## src/simd_wrapper_settings.svh

```systemverilog
`ifndef SIMD_WRAPPER_SETTINGS_SVH
`define SIMD_WRAPPER_SETTINGS_SVH

// --------------------
// Lane geometry

`define SIMD_NUM_LANES   4
`define SIMD_LANE_WIDTH  32
// Start and end of stream markers
`define SIMD_CNTL_WIDTH  2
`define SIMD_TAG_WIDTH   8

// --------------------
// Buffering

`define SIMD_LANE_FIFO_DEPTH      8
`define SIMD_LANE_FIFO_THRESHOLD  6
`define SIMD_TAG_FIFO_DEPTH       4
`define SIMD_TAG_FIFO_THRESHOLD   2

`endif
```

## src/simd_tag_pkg.sv

```systemverilog
`include "simd_wrapper_settings.svh"

package simd_tag_pkg;

  // Stack tag of one stream operation
  typedef logic [`SIMD_TAG_WIDTH-1:0] tag_t;

  // Active lane count from 0 up to the full lane count
  typedef logic [$clog2(`SIMD_NUM_LANES + 1)-1:0] num_lanes_t;

  // Payload of one tag FIFO entry
  typedef struct packed {
    num_lanes_t num_lanes;
    tag_t       tag;
  } tag_entry_t;

  // Upstream sender states
  typedef enum logic [2:0] {
    WAIT                     = 3'd0,
    SEND_DATA                = 3'd1,
    WAIT_FOR_COMPLETE        = 3'd2,
    WAIT_COMPLETE_DEASSERTED = 3'd3,
    COMPLETE                 = 3'd4
  } upstream_state_t;

endpackage

```

## src/simd_lane_pkg.sv

```systemverilog
`include "simd_wrapper_settings.svh"

package simd_lane_pkg;

  // One lane's result word
  typedef logic [`SIMD_LANE_WIDTH-1:0] lane_data_t;

  // Stream marker that travels with each result
  typedef logic [`SIMD_CNTL_WIDTH-1:0] lane_cntl_t;

  // Payload of one lane FIFO entry
  typedef struct packed {
    lane_cntl_t cntl;
    lane_data_t data;
  } lane_entry_t;

  // One bit per execution lane
  typedef logic [`SIMD_NUM_LANES-1:0] lane_mask_t;

endpackage

```

## src/simd_wrapper.sv

```systemverilog
`timescale 1ns/1ns
`include "simd_wrapper_settings.svh"

module simd_wrapper (
  input  logic                        clk,
  input  logic                        rst,

  // Scalar configuration in and out
  input  simd_lane_pkg::lane_data_t   cntl_rs0,
  input  simd_lane_pkg::lane_data_t   cntl_rs1,
  output simd_lane_pkg::lane_data_t   scntl_rs0,
  output simd_lane_pkg::lane_data_t   scntl_rs1,

  // Tags from the PE controller
  input  logic                        tag_valid,
  input  simd_tag_pkg::tag_t          tag,
  input  simd_tag_pkg::num_lanes_t    tag_num_lanes,
  output logic                        tag_ready,

  // Lane results from the stream operations
  input  simd_lane_pkg::lane_mask_t   reg_valid,
  input  simd_lane_pkg::lane_cntl_t   reg_cntl [`SIMD_NUM_LANES],
  input  simd_lane_pkg::lane_data_t   reg_data [`SIMD_NUM_LANES],
  output simd_lane_pkg::lane_mask_t   reg_ready,

  // Stack upstream side
  output simd_tag_pkg::tag_t          sui_tag,
  output simd_tag_pkg::num_lanes_t    sui_tag_num_lanes,
  output simd_lane_pkg::lane_mask_t   sui_regs_valid,
  output simd_lane_pkg::lane_cntl_t   sui_regs_cntl [`SIMD_NUM_LANES],
  output simd_lane_pkg::lane_data_t   sui_regs      [`SIMD_NUM_LANES],
  input  logic                        sui_regs_ready,
  input  logic                        sui_regs_complete
);

  import simd_lane_pkg::*;
  import simd_tag_pkg::*;

  logic        tag_write;
  tag_entry_t  tag_write_entry;
  logic        regs_ready_d1;
  logic        regs_complete_d1;

  logic        tag_pipe_valid;
  tag_entry_t  tag_pipe_entry;
  logic        tag_pipe_read;
  logic        tag_almost_full;

  lane_mask_t  lane_pipe_valid;
  lane_entry_t lane_pipe_entry [`SIMD_NUM_LANES];
  lane_mask_t  lane_pipe_read;
  lane_mask_t  lane_almost_full;

  simd_input_stage input_stage_i (
    .clk               (clk),
    .rst               (rst),
    .tag_valid         (tag_valid),
    .tag               (tag),
    .tag_num_lanes     (tag_num_lanes),
    .sui_regs_ready    (sui_regs_ready),
    .sui_regs_complete (sui_regs_complete),
    .cntl_rs0          (cntl_rs0),
    .cntl_rs1          (cntl_rs1),
    .tag_write         (tag_write),
    .tag_write_entry   (tag_write_entry),
    .regs_ready_d1     (regs_ready_d1),
    .regs_complete_d1  (regs_complete_d1),
    .scntl_rs0         (scntl_rs0),
    .scntl_rs1         (scntl_rs1)
  );

  // --------------------
  // Lane result FIFOs

  for (genvar i = 0; i < `SIMD_NUM_LANES; i++)
  begin : g_lane_fifo
    lane_entry_t write_entry;

    // Results are written without a register stage
    assign write_entry.cntl = reg_cntl[i];
    assign write_entry.data = reg_data[i];

    result_fifo #(
      .payload_t (lane_entry_t),
      .DEPTH     (`SIMD_LANE_FIFO_DEPTH),
      .THRESHOLD (`SIMD_LANE_FIFO_THRESHOLD)
    ) fifo_i (
      .clk         (clk),
      .rst         (rst),
      .write       (reg_valid[i]),
      .write_data  (write_entry),
      .almost_full (lane_almost_full[i]),
      .pipe_valid  (lane_pipe_valid[i]),
      .pipe_data   (lane_pipe_entry[i]),
      .pipe_read   (lane_pipe_read[i])
    );
  end

  assign reg_ready = ~lane_almost_full;

  // --------------------
  // Tag FIFO

  result_fifo #(
    .payload_t (tag_entry_t),
    .DEPTH     (`SIMD_TAG_FIFO_DEPTH),
    .THRESHOLD (`SIMD_TAG_FIFO_THRESHOLD)
  ) tag_fifo_i (
    .clk         (clk),
    .rst         (rst),
    .write       (tag_write),
    .write_data  (tag_write_entry),
    .almost_full (tag_almost_full),
    .pipe_valid  (tag_pipe_valid),
    .pipe_data   (tag_pipe_entry),
    .pipe_read   (tag_pipe_read)
  );

  // Low during reset and the cycle after
  always_ff @(posedge clk)
  begin
    if (rst)
    begin
      tag_ready <= 1'b0;
    end
    else
    begin
      tag_ready <= ~tag_almost_full;
    end
  end

  upstream_sender sender_i (
    .clk               (clk),
    .rst               (rst),
    .tag_pipe_valid    (tag_pipe_valid),
    .tag_pipe_entry    (tag_pipe_entry),
    .tag_pipe_read     (tag_pipe_read),
    .lane_pipe_valid   (lane_pipe_valid),
    .lane_pipe_entry   (lane_pipe_entry),
    .lane_pipe_read    (lane_pipe_read),
    .regs_ready_d1     (regs_ready_d1),
    .regs_complete_d1  (regs_complete_d1),
    .sui_tag           (sui_tag),
    .sui_tag_num_lanes (sui_tag_num_lanes),
    .sui_regs_valid    (sui_regs_valid),
    .sui_regs_cntl     (sui_regs_cntl),
    .sui_regs          (sui_regs)
  );

endmodule

```

## src/upstream_sender.sv

```systemverilog
`timescale 1ns/1ns
`include "simd_wrapper_settings.svh"

module upstream_sender (
  input  logic                        clk,
  input  logic                        rst,

  // Tag FIFO head
  input  logic                        tag_pipe_valid,
  input  simd_tag_pkg::tag_entry_t    tag_pipe_entry,
  output logic                        tag_pipe_read,

  // Lane FIFO heads
  input  simd_lane_pkg::lane_mask_t   lane_pipe_valid,
  input  simd_lane_pkg::lane_entry_t  lane_pipe_entry [`SIMD_NUM_LANES],
  output simd_lane_pkg::lane_mask_t   lane_pipe_read,

  // Registered upstream status
  input  logic                        regs_ready_d1,
  input  logic                        regs_complete_d1,

  // Burst toward the stack upstream side
  output simd_tag_pkg::tag_t          sui_tag,
  output simd_tag_pkg::num_lanes_t    sui_tag_num_lanes,
  output simd_lane_pkg::lane_mask_t   sui_regs_valid,
  output simd_lane_pkg::lane_cntl_t   sui_regs_cntl [`SIMD_NUM_LANES],
  output simd_lane_pkg::lane_data_t   sui_regs      [`SIMD_NUM_LANES]
);

  import simd_lane_pkg::*;
  import simd_tag_pkg::*;

  upstream_state_t state;
  upstream_state_t state_next;
  lane_mask_t      active_lanes;
  logic            lanes_ready;
  logic            send;

  // --------------------
  // Head decode

  // Lanes below the tag's count take part in the burst
  always_comb
  begin
    for (int i = 0; i < `SIMD_NUM_LANES; i++)
    begin
      active_lanes[i] = (i < int'(tag_pipe_entry.num_lanes));
    end
  end

  // Idle lanes need no result
  assign lanes_ready = &(lane_pipe_valid | ~active_lanes);

  // --------------------
  // State machine

  always_ff @(posedge clk)
  begin
    if (rst)
    begin
      state <= WAIT;
    end
    else
    begin
      state <= state_next;
    end
  end

  always_comb
  begin
    case (state)
      WAIT:
        state_next = (tag_pipe_valid && lanes_ready && regs_ready_d1) ? SEND_DATA : WAIT;
      SEND_DATA:
        state_next = WAIT_FOR_COMPLETE;
      // Completion must rise and then fall
      WAIT_FOR_COMPLETE:
        state_next = regs_complete_d1 ? WAIT_COMPLETE_DEASSERTED : WAIT_FOR_COMPLETE;
      WAIT_COMPLETE_DEASSERTED:
        state_next = regs_complete_d1 ? WAIT_COMPLETE_DEASSERTED : COMPLETE;
      COMPLETE:
        state_next = WAIT;
      default:
        state_next = WAIT;
    endcase
  end

  assign send = (state == SEND_DATA);

  // Pop the tag and only the lanes it covers
  assign tag_pipe_read  = send;
  assign lane_pipe_read = {`SIMD_NUM_LANES{send}} & active_lanes;

  // --------------------
  // Registered burst

  always_ff @(posedge clk)
  begin
    if (rst)
    begin
      sui_tag           <= '0;
      sui_tag_num_lanes <= '0;
      sui_regs_valid    <= '0;
      for (int i = 0; i < `SIMD_NUM_LANES; i++)
      begin
        sui_regs_cntl[i] <= '0;
        sui_regs[i]      <= '0;
      end
    end
    else
    begin
      // Valid is a single cycle pulse and the payload holds until the next send
      sui_regs_valid <= send ? active_lanes : '0;
      if (send)
      begin
        sui_tag           <= tag_pipe_entry.tag;
        sui_tag_num_lanes <= tag_pipe_entry.num_lanes;
        for (int i = 0; i < `SIMD_NUM_LANES; i++)
        begin
          sui_regs_cntl[i] <= active_lanes[i] ? lane_pipe_entry[i].cntl : '0;
          sui_regs[i]      <= active_lanes[i] ? lane_pipe_entry[i].data : '0;
        end
      end
    end
  end

endmodule

```

## src/result_fifo.sv

```systemverilog
`timescale 1ns/1ns

module result_fifo #(
  parameter type payload_t = logic [7:0],
  parameter int  DEPTH     = 4,
  parameter int  THRESHOLD = 2
) (
  input  logic     clk,
  input  logic     rst,

  // Write side
  input  logic     write,
  input  payload_t write_data,
  output logic     almost_full,

  // Head of the queue
  output logic     pipe_valid,
  output payload_t pipe_data,
  input  logic     pipe_read
);

  localparam int PTR_WIDTH   = (DEPTH > 1) ? $clog2(DEPTH) : 1;
  localparam int COUNT_WIDTH = $clog2(DEPTH + 1);

  typedef logic [PTR_WIDTH-1:0]   ptr_t;
  typedef logic [COUNT_WIDTH-1:0] count_t;

  payload_t mem [DEPTH];
  ptr_t     wr_ptr;
  ptr_t     rd_ptr;
  count_t   count;
  logic     push;
  logic     pop;

  // Writes into a full buffer are dropped
  assign push = write && (count != count_t'(DEPTH));
  assign pop  = pipe_read && pipe_valid;

  assign pipe_valid  = (count != '0);
  assign pipe_data   = mem[rd_ptr];
  assign almost_full = (count >= count_t'(THRESHOLD));

  // --------------------
  // Storage

  always_ff @(posedge clk)
  begin
    if (push)
    begin
      mem[wr_ptr] <= write_data;
    end
  end

  // --------------------
  // Pointers and occupancy

  always_ff @(posedge clk)
  begin
    if (rst)
    begin
      wr_ptr <= '0;
      rd_ptr <= '0;
      count  <= '0;
    end
    else
    begin
      if (push)
      begin
        wr_ptr <= (wr_ptr == ptr_t'(DEPTH - 1)) ? '0 : wr_ptr + 1'b1;
      end
      if (pop)
      begin
        rd_ptr <= (rd_ptr == ptr_t'(DEPTH - 1)) ? '0 : rd_ptr + 1'b1;
      end
      case ({push, pop})
        2'b10:   count <= count + 1'b1;
        2'b01:   count <= count - 1'b1;
        default: count <= count;
      endcase
    end
  end

endmodule

```

## src/simd_input_stage.sv

```systemverilog
`timescale 1ns/1ns

module simd_input_stage (
  input  logic                        clk,
  input  logic                        rst,

  // Tag from the PE controller
  input  logic                        tag_valid,
  input  simd_tag_pkg::tag_t          tag,
  input  simd_tag_pkg::num_lanes_t    tag_num_lanes,

  // Stack upstream status levels
  input  logic                        sui_regs_ready,
  input  logic                        sui_regs_complete,

  // Scalar configuration
  input  simd_lane_pkg::lane_data_t   cntl_rs0,
  input  simd_lane_pkg::lane_data_t   cntl_rs1,

  // Delayed tag write toward the tag FIFO
  output logic                        tag_write,
  output simd_tag_pkg::tag_entry_t    tag_write_entry,

  // Delayed status toward the sender
  output logic                        regs_ready_d1,
  output logic                        regs_complete_d1,

  // Configuration toward the stream-operation controller
  output simd_lane_pkg::lane_data_t   scntl_rs0,
  output simd_lane_pkg::lane_data_t   scntl_rs1
);

  // --------------------
  // Control side registers

  always_ff @(posedge clk)
  begin
    if (rst)
    begin
      tag_write                 <= 1'b0;
      tag_write_entry.tag       <= '0;
      tag_write_entry.num_lanes <= '0;
      regs_ready_d1             <= 1'b0;
      regs_complete_d1          <= 1'b0;
      scntl_rs0                 <= '0;
      scntl_rs1                 <= '0;
    end
    else
    begin
      // Tag and count land together in one FIFO entry
      tag_write                 <= tag_valid;
      tag_write_entry.tag       <= tag;
      tag_write_entry.num_lanes <= tag_num_lanes;
      regs_ready_d1             <= sui_regs_ready;
      regs_complete_d1          <= sui_regs_complete;
      scntl_rs0                 <= cntl_rs0;
      scntl_rs1                 <= cntl_rs1;
    end
  end

endmodule

```

## config.mk

```make
export PLATFORM = sky130hd
export DESIGN_NAME = simd_wrapper
export DESIGN_NICKNAME = d
export VERILOG_FILES = /design/src/simd_tag_pkg.sv /design/src/simd_lane_pkg.sv /design/src/simd_wrapper.sv /design/src/upstream_sender.sv /design/src/result_fifo.sv /design/src/simd_input_stage.sv
export VERILOG_INCLUDE_DIRS = /design/src /design/src/src
export SDC_FILE = /design/constraint.sdc
export NUM_CORES = 1
export LEC_CHECK = 0
export BUFFER_PORTS_ARGS = -buffer_cell sky130_fd_sc_hd__buf_4
export CAP_MARGIN = 20
export CORE_UTILIZATION = 57
export DETAILED_ROUTE_END_ITERATION = 10
export PLACE_DENSITY = 0.77
export SYNTH_ARGS = -nofsm -noshare
export SYNTH_HDL_FRONTEND = slang
export SYNTH_SLANG_ARGS = --single-unit
```

## constraint.sdc

```tcl
create_clock -name clk -period 13.65 [get_ports clk]
set_input_delay 1.365 -clock clk [delete_from_list [all_inputs] [get_ports clk]]
set_output_delay 1.365 -clock clk [all_outputs]
set_load 0.01 [all_outputs]
```

After elaboration in Yosys (flattened, before gate mapping)
Memory sizes are Yosys's and may differ from the RTL's. A register that Yosys moved wholly into a read port is not among the register bits.
Cells that the tools add are included.
{"block": "totals", "inputBits": 220, "output_inout_bits": 220, "ramBits": 1132, "memories": 5, "word_cells": 175, "register_bits": 280}
{"block": "op_classes", "bitwise_logic": 6, "n_lt_le_gt_ge": 9, "n_reduce_logical": 25, "mux": 47, "add_sub_neg": 20, "eq_ne": 28}
{"memory": "g_lane_fifo[0].fifo_i.mem", "words": 8, "width": 34, "rd": 1, "rd_clocked_by_memory_dff": 1, "write_ports": 1, "line_no": "result_fifo.sv:28", "source": "payload_t mem [DEPTH];"}
{"memory": "g_lane_fifo[1].fifo_i.mem", "words": 8, "width": 34, "rd": 1, "rd_clocked_by_memory_dff": 1, "write_ports": 1, "line_no": "result_fifo.sv:28"}
{"memory": "g_lane_fifo[2].fifo_i.mem", "words": 8, "width": 34, "rd": 1, "rd_clocked_by_memory_dff": 1, "write_ports": 1, "line_no": "result_fifo.sv:28"}
{"memory": "g_lane_fifo[3].fifo_i.mem", "words": 8, "width": 34, "rd": 1, "rd_clocked_by_memory_dff": 1, "write_ports": 1, "line_no": "result_fifo.sv:28"}
{"memory": "tag_fifo_i.mem", "words": 4, "width": 11, "rd": 1, "rd_clocked_by_memory_dff": 1, "write_ports": 1, "line_no": "result_fifo.sv:28"}
{"operator": "two-way mux 32 bit", "n": 4}
{"operator": "two-way mux 3 bit", "n": 17}
{"operator": "one-hot mux 4 bit (2 select lines)", "n": 4}
{"operator": "adder 3 x 1 -> 3 bit (second input constant)", "n": 9}
{"operator": "== test 3 bit (second input constant)", "n": 8}
{"operator": "adder 4 x 1 -> 4 bit (second input constant)", "n": 4}
{"operator": "greater-or-equal comparator 4 x 3 -> 1 bit (second input constant)", "n": 4}
{"operator": "two-way mux 2 bit", "n": 8}
{"operator": "inequality test 4 bit (second input constant)", "n": 4}
{"operator": "nonzero test 4 bit", "n": 4}
{"operator": "subtractor 4 x 1 -> 4 bit (second input constant)", "n": 4}
{"operator": "== test 2 bit (second input constant)", "n": 7}
{"operator": "logical AND 1 bit", "n": 12}
{"operator": "two-way mux 1 bit", "n": 12}
{"operator": "one-hot mux 3 bit (4 select lines)", "n": 1}
{"operator": "== test 2 x 1 -> 1 bit (second input constant)", "n": 5}
{"operator": "nonzero test 2 bit", "n": 5}
{"operator": "inverter 4 bit", "n": 2}
{"operator": "== test 3 x 2 -> 1 bit (second input constant)", "n": 2}
{"operator": "< comparator 1 x 3 -> 1 bit (first input constant)", "n": 2}
{"operator": "< comparator 2 x 3 -> 1 bit (first input constant)", "n": 2}
{"operator": "one-hot mux 3 bit (2 select lines)", "n": 1}
{"operator": "adder 2 x 1 -> 2 bit (second input constant)", "n": 2}
{"operator": "bitwise AND 4 bit", "n": 1}
{"operator": "10 further kinds", "n": 11}

Depth between registers and ports, before layout
Gate-level depths: netlist of run 1.
{"block": "depth", "word_depth": 8, "ltp_mapped": 13, "mapped_depth_nobuf": 11}

Modules after synthesis
From an unflattened synthesis of run 1, not the netlist that was laid out.
{"block": "unflattened", "hier_cells": 2553, "area_unflattened_um2": 53103.4}
{"mod": "result_fifo (g_lane_fifo[1].fifo_i ...)", "instances": 3, "cells_each": 471, "area_per_inst_um2": 11019.3, "seq_area_each_um2": 8428.1}
{"mod": "result_fifo (g_lane_fifo[0].fifo_i)", "instances": 1, "cells_each": 471, "area_per_inst_um2": 11021.8, "seq_area_each_um2": 8428.1}
{"mod": "upstream_sender", "instances": 1, "cells_each": 389, "area_per_inst_um2": 4800.9, "seq_area_each_um2": 3083.0}
{"mod": "simd_input_stage", "instances": 1, "cells_each": 164, "area_per_inst_um2": 2104.5, "seq_area_each_um2": 1561.5}
{"mod": "result_fifo (tag_fifo_i)", "instances": 1, "cells_each": 110, "area_per_inst_um2": 2079.5, "seq_area_each_um2": 1501.4}
{"mod": "simd_wrapper", "instances": 1, "cells_each": 6, "area_per_inst_um2": 38.8, "seq_area_each_um2": 20.0}

Least setup slack after synthesis of run 1
No wires, ideal clock.
{"block": "synth_path", "path_kind": "input to register", "startpoint": "in reg_valid[1]", "endpoint": "mem g_lane_fifo[1].fifo_i.mem[0][0] in the netlist's numbering (enable)", "path_buffers": 0, "required_ns": 13.139, "cell_stages": 2, "arrival_time_ns": 4.819, "setup_ns": 0.511, "slack_ns": 8.321, "path_cell_list": "nand2_1 -> nor4_1"}
{"block": "synth_via", "elab_chain_cells": 3}
{"element": "start: declaration", "line_no": "simd_wrapper.sv:21", "source": "input simd_lane_pkg::lane_mask_t reg_valid,"}
{"element": "logical AND 1 bit", "line_no": "result_fifo.sv:36", "source": "assign push = write && (count != count_t'(DEPTH));"}
{"element": "two-way mux 1 bit", "line_no": "result_fifo.sv:48", "source": "if (push)"}
{"element": "two-way mux 1 bit (not written as such)", "line_no": "result_fifo.sv:50", "source": "mem[wr_ptr] <= write_data;"}
{"element": "end: declaration", "line_no": "result_fifo.sv:28"}
Every way passes these cells.

==> results of run 1 <==
-- state kept, by name (all words and copies together) (netlist names), 2 cells and up, named ones only --
name                           cells
tag_fifo_i.count                   3
sender_i.sui_tag                   8
sender_i.sui_tag_num_lanes         3
tag_fifo_i.mem                    44
input_stage_i.scntl_rs1           32
sender_i.sui_regs_cntl             8
input_stage_i.tag_write_entry     11
sender_i.sui_regs_valid            4
g_lane_fifo.fifo_i.mem          1088
g_lane_fifo.fifo_i.count          16
tag_fifo_i.rd_ptr                  2
input_stage_i.scntl_rs0           32
sender_i.state                     3
g_lane_fifo.fifo_i.wr_ptr         12
tag_fifo_i.wr_ptr                  2
sender_i.sui_regs                128
g_lane_fifo.fifo_i.rd_ptr         12
-- cell families (layout without fill, tap and decap cells) --
| kind of cell | Yosys count | count (layout) | share of synthesized area [%] |
|---|---|---|---|
| buf+inv | 162 | 770 | 1.25 |
| xor+xnor | 13 | 13 | 0.217 |
| compound gates | 207 | 207 | 2.23 |
| fa+ha+maj | 36 | 36 | 0.903 |
| mux | 433 | 433 | 15.2 |
| other cells | 0 | 9 | 0 |
| simple gates | 458 | 458 | 4.08 |
| flops | 1426 | 1426 | 76.2 |
-- metal layers --
| metal | part of all wire [%] | track usage, % |
|---|---|---|
| met4 | 2.9 | 8.89 |
| met1 | 39 | 31.5 |
| met5 | 0.027 | 0 |
| met2 | 52 | 42.3 |
| met3 | 6.6 | 4.54 |
-- cell usage in the layout (no fill, tap or decap), types with 6 or more instances in the layout --
master,count
bufinv_16,15
mux2i_1,115
edfxtp_1,1132
ha_1,33
mux4_2,279
mux2_2,34
buf_4,489
nor2b_1,80
diode_2,9
nor3_2,17
clkinv_1,21
clkbuf_16,148
or3_1,15
nand2_1,115
nor2_1,157
nor3_1,10
clkbuf_1,38
a21oi_1,91
dfxtp_2,7
xor2_1,11
clkbuf_8,9
nor2_2,13
a22oi_1,33
inv_1,19
clkinv_2,19
o21ai_0,70
nand2b_1,10
nand3_1,10
nor4_1,6
dfxtp_1,283
-- how the worst max path moves through the flow --
stage,end,cells after the start,slack (ps)
after detailed placement,g_lane_fifo[2].fifo_i.count[2],5,9570
after global placement,g_lane_fifo[3].fifo_i.count[3],12,9630
after floorplan,g_lane_fifo[1].fifo_i.mem[0][0],2,8320
final,g_lane_fifo[3].fifo_i.count[3],12,9620
after global routing,g_lane_fifo[3].fifo_i.count[3],12,9400
after CTS,g_lane_fifo[3].fifo_i.count[3],12,9600
-- area by class of cell --
cell class	instances	share of cell area (%)
Sequential cell	1426	64.5
Multi-Input combinational cell	1147	19.4
Clock buffer	194	6.40
Timing Repair Buffer	491	6.00
Tap cell	1176	2.38
Clock inverter	66	1.20
Inverter	19	0.115
Antenna cell	9	0.0364
-- power by group through the flow --
| stage | registers, mW | clock network, mW | logic (mW) |
|---|---|---|---|
| detailed placement | 4.90 | 0 | 0.284 |
| global placement | 4.89 | 0 | 0.270 |
| finish | 4.81 | 3.89 | 0.284 |
| global route | 4.81 | 4.11 | 0.306 |
| floorplan | 4.90 | 0 | 0.123 |
| CTS | 4.81 | 3.95 | 0.286 |
-- critical path, stage by stage (launching register included) --
cell	delay, ps
dfxtp_1	740
mux4_1	820
nand2_1	140
buf_4	500
or2_2	260
inv_1	80
ha_1	230
ha_1	280
a21o_1	170
a21oi_1	160
xnor2_1	90
or3_1	300
a21oi_1	160
==> flow_metrics.env, run 1 <==
export IMPL_cp_required_ps=14300
export IMPL_insertion_delay_ps=740
export IMPL_die_w_um=305
export IMPL_place_area_um2=57100
export IMPL_grt_total_usage_pct=24.6
export IMPL_post_cts_setup_buffers=0
export IMPL_ff2ff_setup_slack_ps=9620
export IMPL_viasPerCell=5.96
export IMPL_rsz0062_at_grt="false"
export IMPL_htreeDepth=4
export IMPL_min_period_over_period_pct=29.5
export IMPL_setup_violations=0
export IMPL_synthTopCellsByCount="1132 x edfxtp_1, 294 x dfxtp_1, 279 x mux4_2, 171 x nor2_1"
export IMPL_synthTopCellsByArea="edfxtp_1 65%, mux4_2 12%, dfxtp_1 11%"
export IMPL_outcome="complete, no violations"
export IMPL_cts_sinks=1426
export IMPL_fin_util_pct=68.3
export IMPL_vdd_drop_max_mv=0.126
export IMPL_grt_pass1_vias=28500
export IMPL_worst_pin_slew_ps=1050
export IMPL_p_seq_share_pct=53.5
export IMPL_syn_inst=2735
export IMPL_clk_pin_slew_ps=60
export IMPL_avgSynthCellArea_um2=19.1
export IMPL_p_sw_mw=1.76
export IMPL_coreArea_um2=90600
export IMPL_stdcell_area_um2=61900
export IMPL_holdWs_ps=457
export IMPL_clkPwrFrac_pct=43.3
export IMPL_crit_fanout=36
export IMPL_worstSetupPathType="reg -> reg"
export IMPL_syn2layout_area_growth_pct=18.1
export IMPL_final_max_slew_violation_count=0
export IMPL_grt_overflow=0
export IMPL_ys_warn_count=0
export IMPL_dp_cells=4258
export IMPL_row_count=110
export IMPL_max_freq_mhz=248
export IMPL_yosys_area_top_type_share_pct=64.9
export IMPL_cts_buffer_depth=3
export IMPL_syn_nets=2991
export IMPL_final_cells=4528
export IMPL_end_kind="flip-flop"
export IMPL_vias=27000
export IMPL_hp_class="reg -> reg"
export IMPL_synthDistinctLibCells=50
export IMPL_start_util_pct=57.8
export IMPL_drt_iter0_drc=2175
export IMPL_whs_endpoint="sender_i.sui_regs[85]"
export IMPL_hpwl_um=62300
export IMPL_ys_ff_latch=1426
export IMPL_die_area_um2=93100
export IMPL_pre_cts_ws_ps=9570
export IMPL_total_power_mw=8.98
export IMPL_setup_ws_ps=9620
export IMPL_multi_input_area_um2=12000
export IMPL_antenna_found_initial=9
export IMPL_ant_nets=0
export IMPL_synth_main_ff_cell="edfxtp_1"
export IMPL_relSlewSlack_pct=29.8
export IMPL_portBuffers=439
export IMPL_p_leak_nw=20.8
export IMPL_p_per_area_nw_per_um2=145
export IMPL_hold_viol_final=0
export IMPL_synth_edf_count=1132
export IMPL_whs_path_depth=2
export IMPL_cts_tree="done"
export IMPL_intPower_mw=7.21
export IMPL_ys_seq_area_share_pct=76.2
export IMPL_drive_above_1_share_pct=31.6
export IMPL_min_period_ps=4030
export IMPL_final_setup_tns_ps=0
export IMPL_netlist_area_um2=52400
export IMPL_arrival_ps=4680
export IMPL_drt_pass1_iterations=5
export IMPL_nets=3483
export IMPL_setup_worst_path_start_class="flip-flop"
export IMPL_drt_total_wl_um=113000
export IMPL_p_comb_share_pct=3.2
export IMPL_synth_most_common_cell="edfxtp_1"
export IMPL_yosys_area_top_type="edfxtp_1"
export IMPL_min_from="sender_i.sui_regs[85]"
export IMPL_r2r_end="g_lane_fifo[3].fifo_i.count[3]"
export IMPL_place_congestion=0.782
export IMPL_final_fill_count=5548
export IMPL_finalClockSkew_ps=20.2
export IMPL_seqCellArea_um2=39900
export IMPL_numCtsBuffers=142
export IMPL_maxCapViolations=0
export IMPL_drc=0
export IMPL_pin_count=440
export IMPL_worst_r2r_cell_count=12
export IMPL_hold_buffers=0
export IMPL_cts_resized=0
export IMPL_power_switching_share_pct=19.6
export IMPL_grt_max_degree=83
export IMPL_async_flop_share_pct=0
export IMPL_die_h_um=305
export IMPL_detail_route_wl_per_cell_um=25.0
export IMPL_cts_root_buffer="clkbuf_16"
export IMPL_grt_pass1_wl_um=171000
Power figures use the tool's default switching activity.
==> inputs of run 2 (changes only) <==
- ABC_AREA: not set -> 1
- CORE_UTILIZATION: 57 -> 54
- PLACE_DENSITY: 0.77 -> 0.76
- clock period: 13.65 -> 3.5 ns (I/O delays scaled with it)
==> run 2 against run 1 <==
Global-route usage increased by 0.99 points. Area after synthesis increased by 3.6%. Via count increased by 31%. Register-to-register slack got worse by 9000 ps. Non-clock buffer count increased by 242. Sequential share of layout area decreased by 4.2 points. First-iteration DRC count increased by 57%. Clock skew increased by 6.2 ps. Fmax increased by 38%. Critical path type unchanged. Largest power group unchanged.
==> flow_metrics.env, run 2 <==
export IMPL_coreArea_um2=99000
export IMPL_finalClockSkew_ps=26.4
export IMPL_crit_path_cell_trace="buf_4 > nand2_1 > nand3_1 > nand2_1 > nand2_2 > nand2_4 > nor2_1 > ha_1 > ha_1 > nand2_1 > nor2_1 > a211oi_1 > nor2_1 > nor2_1 > nand2_1 > o21ai_0 > a21oi_1"
export IMPL_grt_max_degree=137
export IMPL_setup_worst_path_start_class="flip-flop"
export IMPL_clkPwrFrac_pct=43.4
export IMPL_synth_most_common_cell="edfxtp_1"
export IMPL_power_switching_share_pct=20.7
export IMPL_synthTopCellsByCount="1132 x edfxtp_1, 660 x nand2_1, 418 x nor2_1, 294 x dfxtp_1, 241 x o21ai_0"
export IMPL_holdWs_ps=138
export IMPL_min_from="reg_valid[1]"
export IMPL_p_leak_nw=24.1
export IMPL_drt_total_wl_um=131000
export IMPL_ys_warn_count=0
export IMPL_cts_buffer_depth=3
export IMPL_largest_reg_flops=1088
export IMPL_drt_iter0_drc=3425
export IMPL_setup_violations=0
export IMPL_ys_ff_latch=1426
export IMPL_netlist_area_um2=54300
export IMPL_largest_registers="g_lane_fifo.fifo_i.mem: 1088 flops, sender_i.sui_regs: 128 flops, tag_fifo_i.mem: 44 flops"
export IMPL_min_period_ps=2910
export IMPL_ant_nets=0
export IMPL_grt_overflow=0
export IMPL_async_flop_share_pct=0
export IMPL_synthDistinctLibCells=51
export IMPL_die_w_um=319
export IMPL_hold_viol_final=0
export IMPL_hpwl_um=69000
export IMPL_end_kind="flip-flop"
export IMPL_cts_root_buffer="clkbuf_16"
export IMPL_slowest_stage="dfxtp_1"
export IMPL_drc=0
export IMPL_ys_seq_area_share_pct=73.5
export IMPL_htreeDepth=4
export IMPL_cpPeakStageDelay_ps=410
export IMPL_start_util_pct=54.8
export IMPL_final_cells=6149
export IMPL_maxCapViolations=0
export IMPL_cp_required_ps=4120
export IMPL_p_seq_share_pct=52.0
export IMPL_cts_tree="done"
export IMPL_yosys_area_top_type_share_pct=62.7
export IMPL_clk_pin_slew_ps=60
export IMPL_max_freq_mhz=343
export IMPL_synthTopCellsByArea="edfxtp_1 63%, dfxtp_1 11%, nand2_1 4.6%"
export IMPL_drt_pass1_iterations=5
export IMPL_relSlewSlack_pct=30.5
export IMPL_grt_total_usage_pct=25.6
export IMPL_final_max_slew_violation_count=0
export IMPL_final_common_cell="edfxtp_1"
export IMPL_p_sw_mw=7.54
export IMPL_seqCellArea_um2=39900
export IMPL_fin_util_pct=66.8
export IMPL_grt_pass1_vias=35700
export IMPL_final_fill_count=6613
export IMPL_mostFrequentLayoutCells="1132 x edfxtp_1, 660 x nand2_1, 507 x buf_4, 386 x nor2_1, 287 x dfxtp_1"
export IMPL_multi_input_area_um2=12800
export IMPL_nets=4987
export IMPL_p_comb_share_pct=4.6
export IMPL_vdd_drop_max_mv=0.476
export IMPL_pin_count=440
export IMPL_arrival_ps=3530
export IMPL_place_congestion=0.796
export IMPL_row_count=115
export IMPL_yosys_area_top_type="edfxtp_1"
export IMPL_outcome="complete, no violations"
export IMPL_viasPerCell=5.77
export IMPL_hp_class="in -> reg"
export IMPL_cts_sinks=1426
export IMPL_crit_fanout=19
export IMPL_grt_pass1_wl_um=202000
export IMPL_total_power_mw=36.4
export IMPL_syn2layout_area_growth_pct=21.9
export IMPL_drive_above_1_share_pct=18.9
export IMPL_regMostFlops="g_lane_fifo.fifo_i.mem"
export IMPL_final_setup_tns_ps=0
export IMPL_synth_edf_count=1132
export IMPL_dp_cells=5654
export IMPL_die_area_um2=102000
export IMPL_intPower_mw=28.8
export IMPL_worst_pin_slew_ps=1040
export IMPL_numCtsBuffers=145
export IMPL_syn_inst=4109
export IMPL_syn_nets=4365
export IMPL_portBuffers=439
export IMPL_rsz0062_at_grt="false"
export IMPL_synth_main_ff_cell="edfxtp_1"
export IMPL_antenna_found_initial=11
export IMPL_avgSynthCellArea_um2=13.2
export IMPL_die_h_um=319
export IMPL_p_per_area_nw_per_um2=550
export IMPL_min_period_over_period_pct=83.2
export IMPL_vias=35500
export IMPL_worstSetupPathType="reg -> reg"
export IMPL_detail_route_wl_per_cell_um=21.4
export IMPL_insertion_delay_ps=750
==> run 2: cell count changes after synthesis, sizes merged, moves of 35 or more <==
| cell | change |
|---|---|
| o32ai | +38 |
| o21ai | +192 |
| mux2 | -35 |
| mux4 | -283 |
| clkbuf | +60 |
| nand3 | +40 |
| a32o | +135 |
| o22ai | +75 |
| nand2 | +554 |
| nor2 | +280 |
| a21oi | +175 |
| inv | +147 |
| buf | +55 |
| nor2b | -80 |
==> run 2: kinds of logic after synthesis <==
group / synth area share [%]
simple gates: 8.74
mux: 1.81
fa+ha+maj: 0.872
compound gates: 11.7
flops: 73.5
xor+xnor: 0.129
buf+inv: 3.28
==> run 2: repair_timing <==
action / in CTS / in global routing
gates resized for setup: 0 / 0
setup buffers: 0 / 0
hold endpoints to repair: 1166 / 0
hold buffers: 214 / 0
==> run 2: cell type report <==
type                    count  share of cell area (%)
diodes                      9                  0.0340
clock buffers             196                    6.23
clock inverters            73                    1.25
inverters                 170                   0.999
multi-input cells        2255                    19.4
flip-flops and latches   1426                    60.3
well taps                1287                    2.43
repair buffers            733                    9.32
==> run 2: worst max-delay path: cells and delay by family (launching register included) <==
kind | cells | cell delay, ps
buf+inv | 1 | 250
compound gates | 3 | 420
flops | 1 | 410
fa+ha+maj | 2 | 560
simple gates | 11 | 1150
==> run 2: worst paths after layout <==
| check | slack (ps) | end | cells past startpoint |
|---|---|---|---|
| hold reg to reg | 470 | sender_i.sui_tag_num_lanes[2] | 2 |
| hold / removal | 140 | g_lane_fifo[1].fifo_i.wr_ptr[2] | 4 |
| setup reg to reg | 590 | g_lane_fifo[1].fifo_i.count[3] | 17 |
| setup / recovery | 590 | g_lane_fifo[1].fifo_i.count[3] | 17 |
==> run 2: layer usage <==
layer	up-vias	GRT usage, %	wire length [µm]
met2	1396	42.3	64400
met5	-	0	32
met1	17500	33.8	54000
li1	16300	-	-
met3	298	4.71	8660
met4	6	10.0	4260
==> run 2: per-stage QoR <==
| stage | area, µm² | setup WS (ps) |
|---|---|---|
| after floorplan | 54300 | 691 |
| after global placement | 59000 | 637 |
| after detailed placement | 59000 | 603 |
| after CTS | 66100 | 585 |
| after global routing | 66100 | 261 |
| final | 66100 | 588 |
==> run 2: power by group through the flow <==
stage / logic, mW / clock network [mW] / registers, mW
global placement: 1.41 / 0 / 19.2
detailed placement: 1.45 / 0 / 19.3
CTS: 1.66 / 16.0 / 18.9
global route: 1.82 / 16.7 / 18.9
floorplan: 0.657 / 0 / 19.3
finish: 1.68 / 15.8 / 18.9
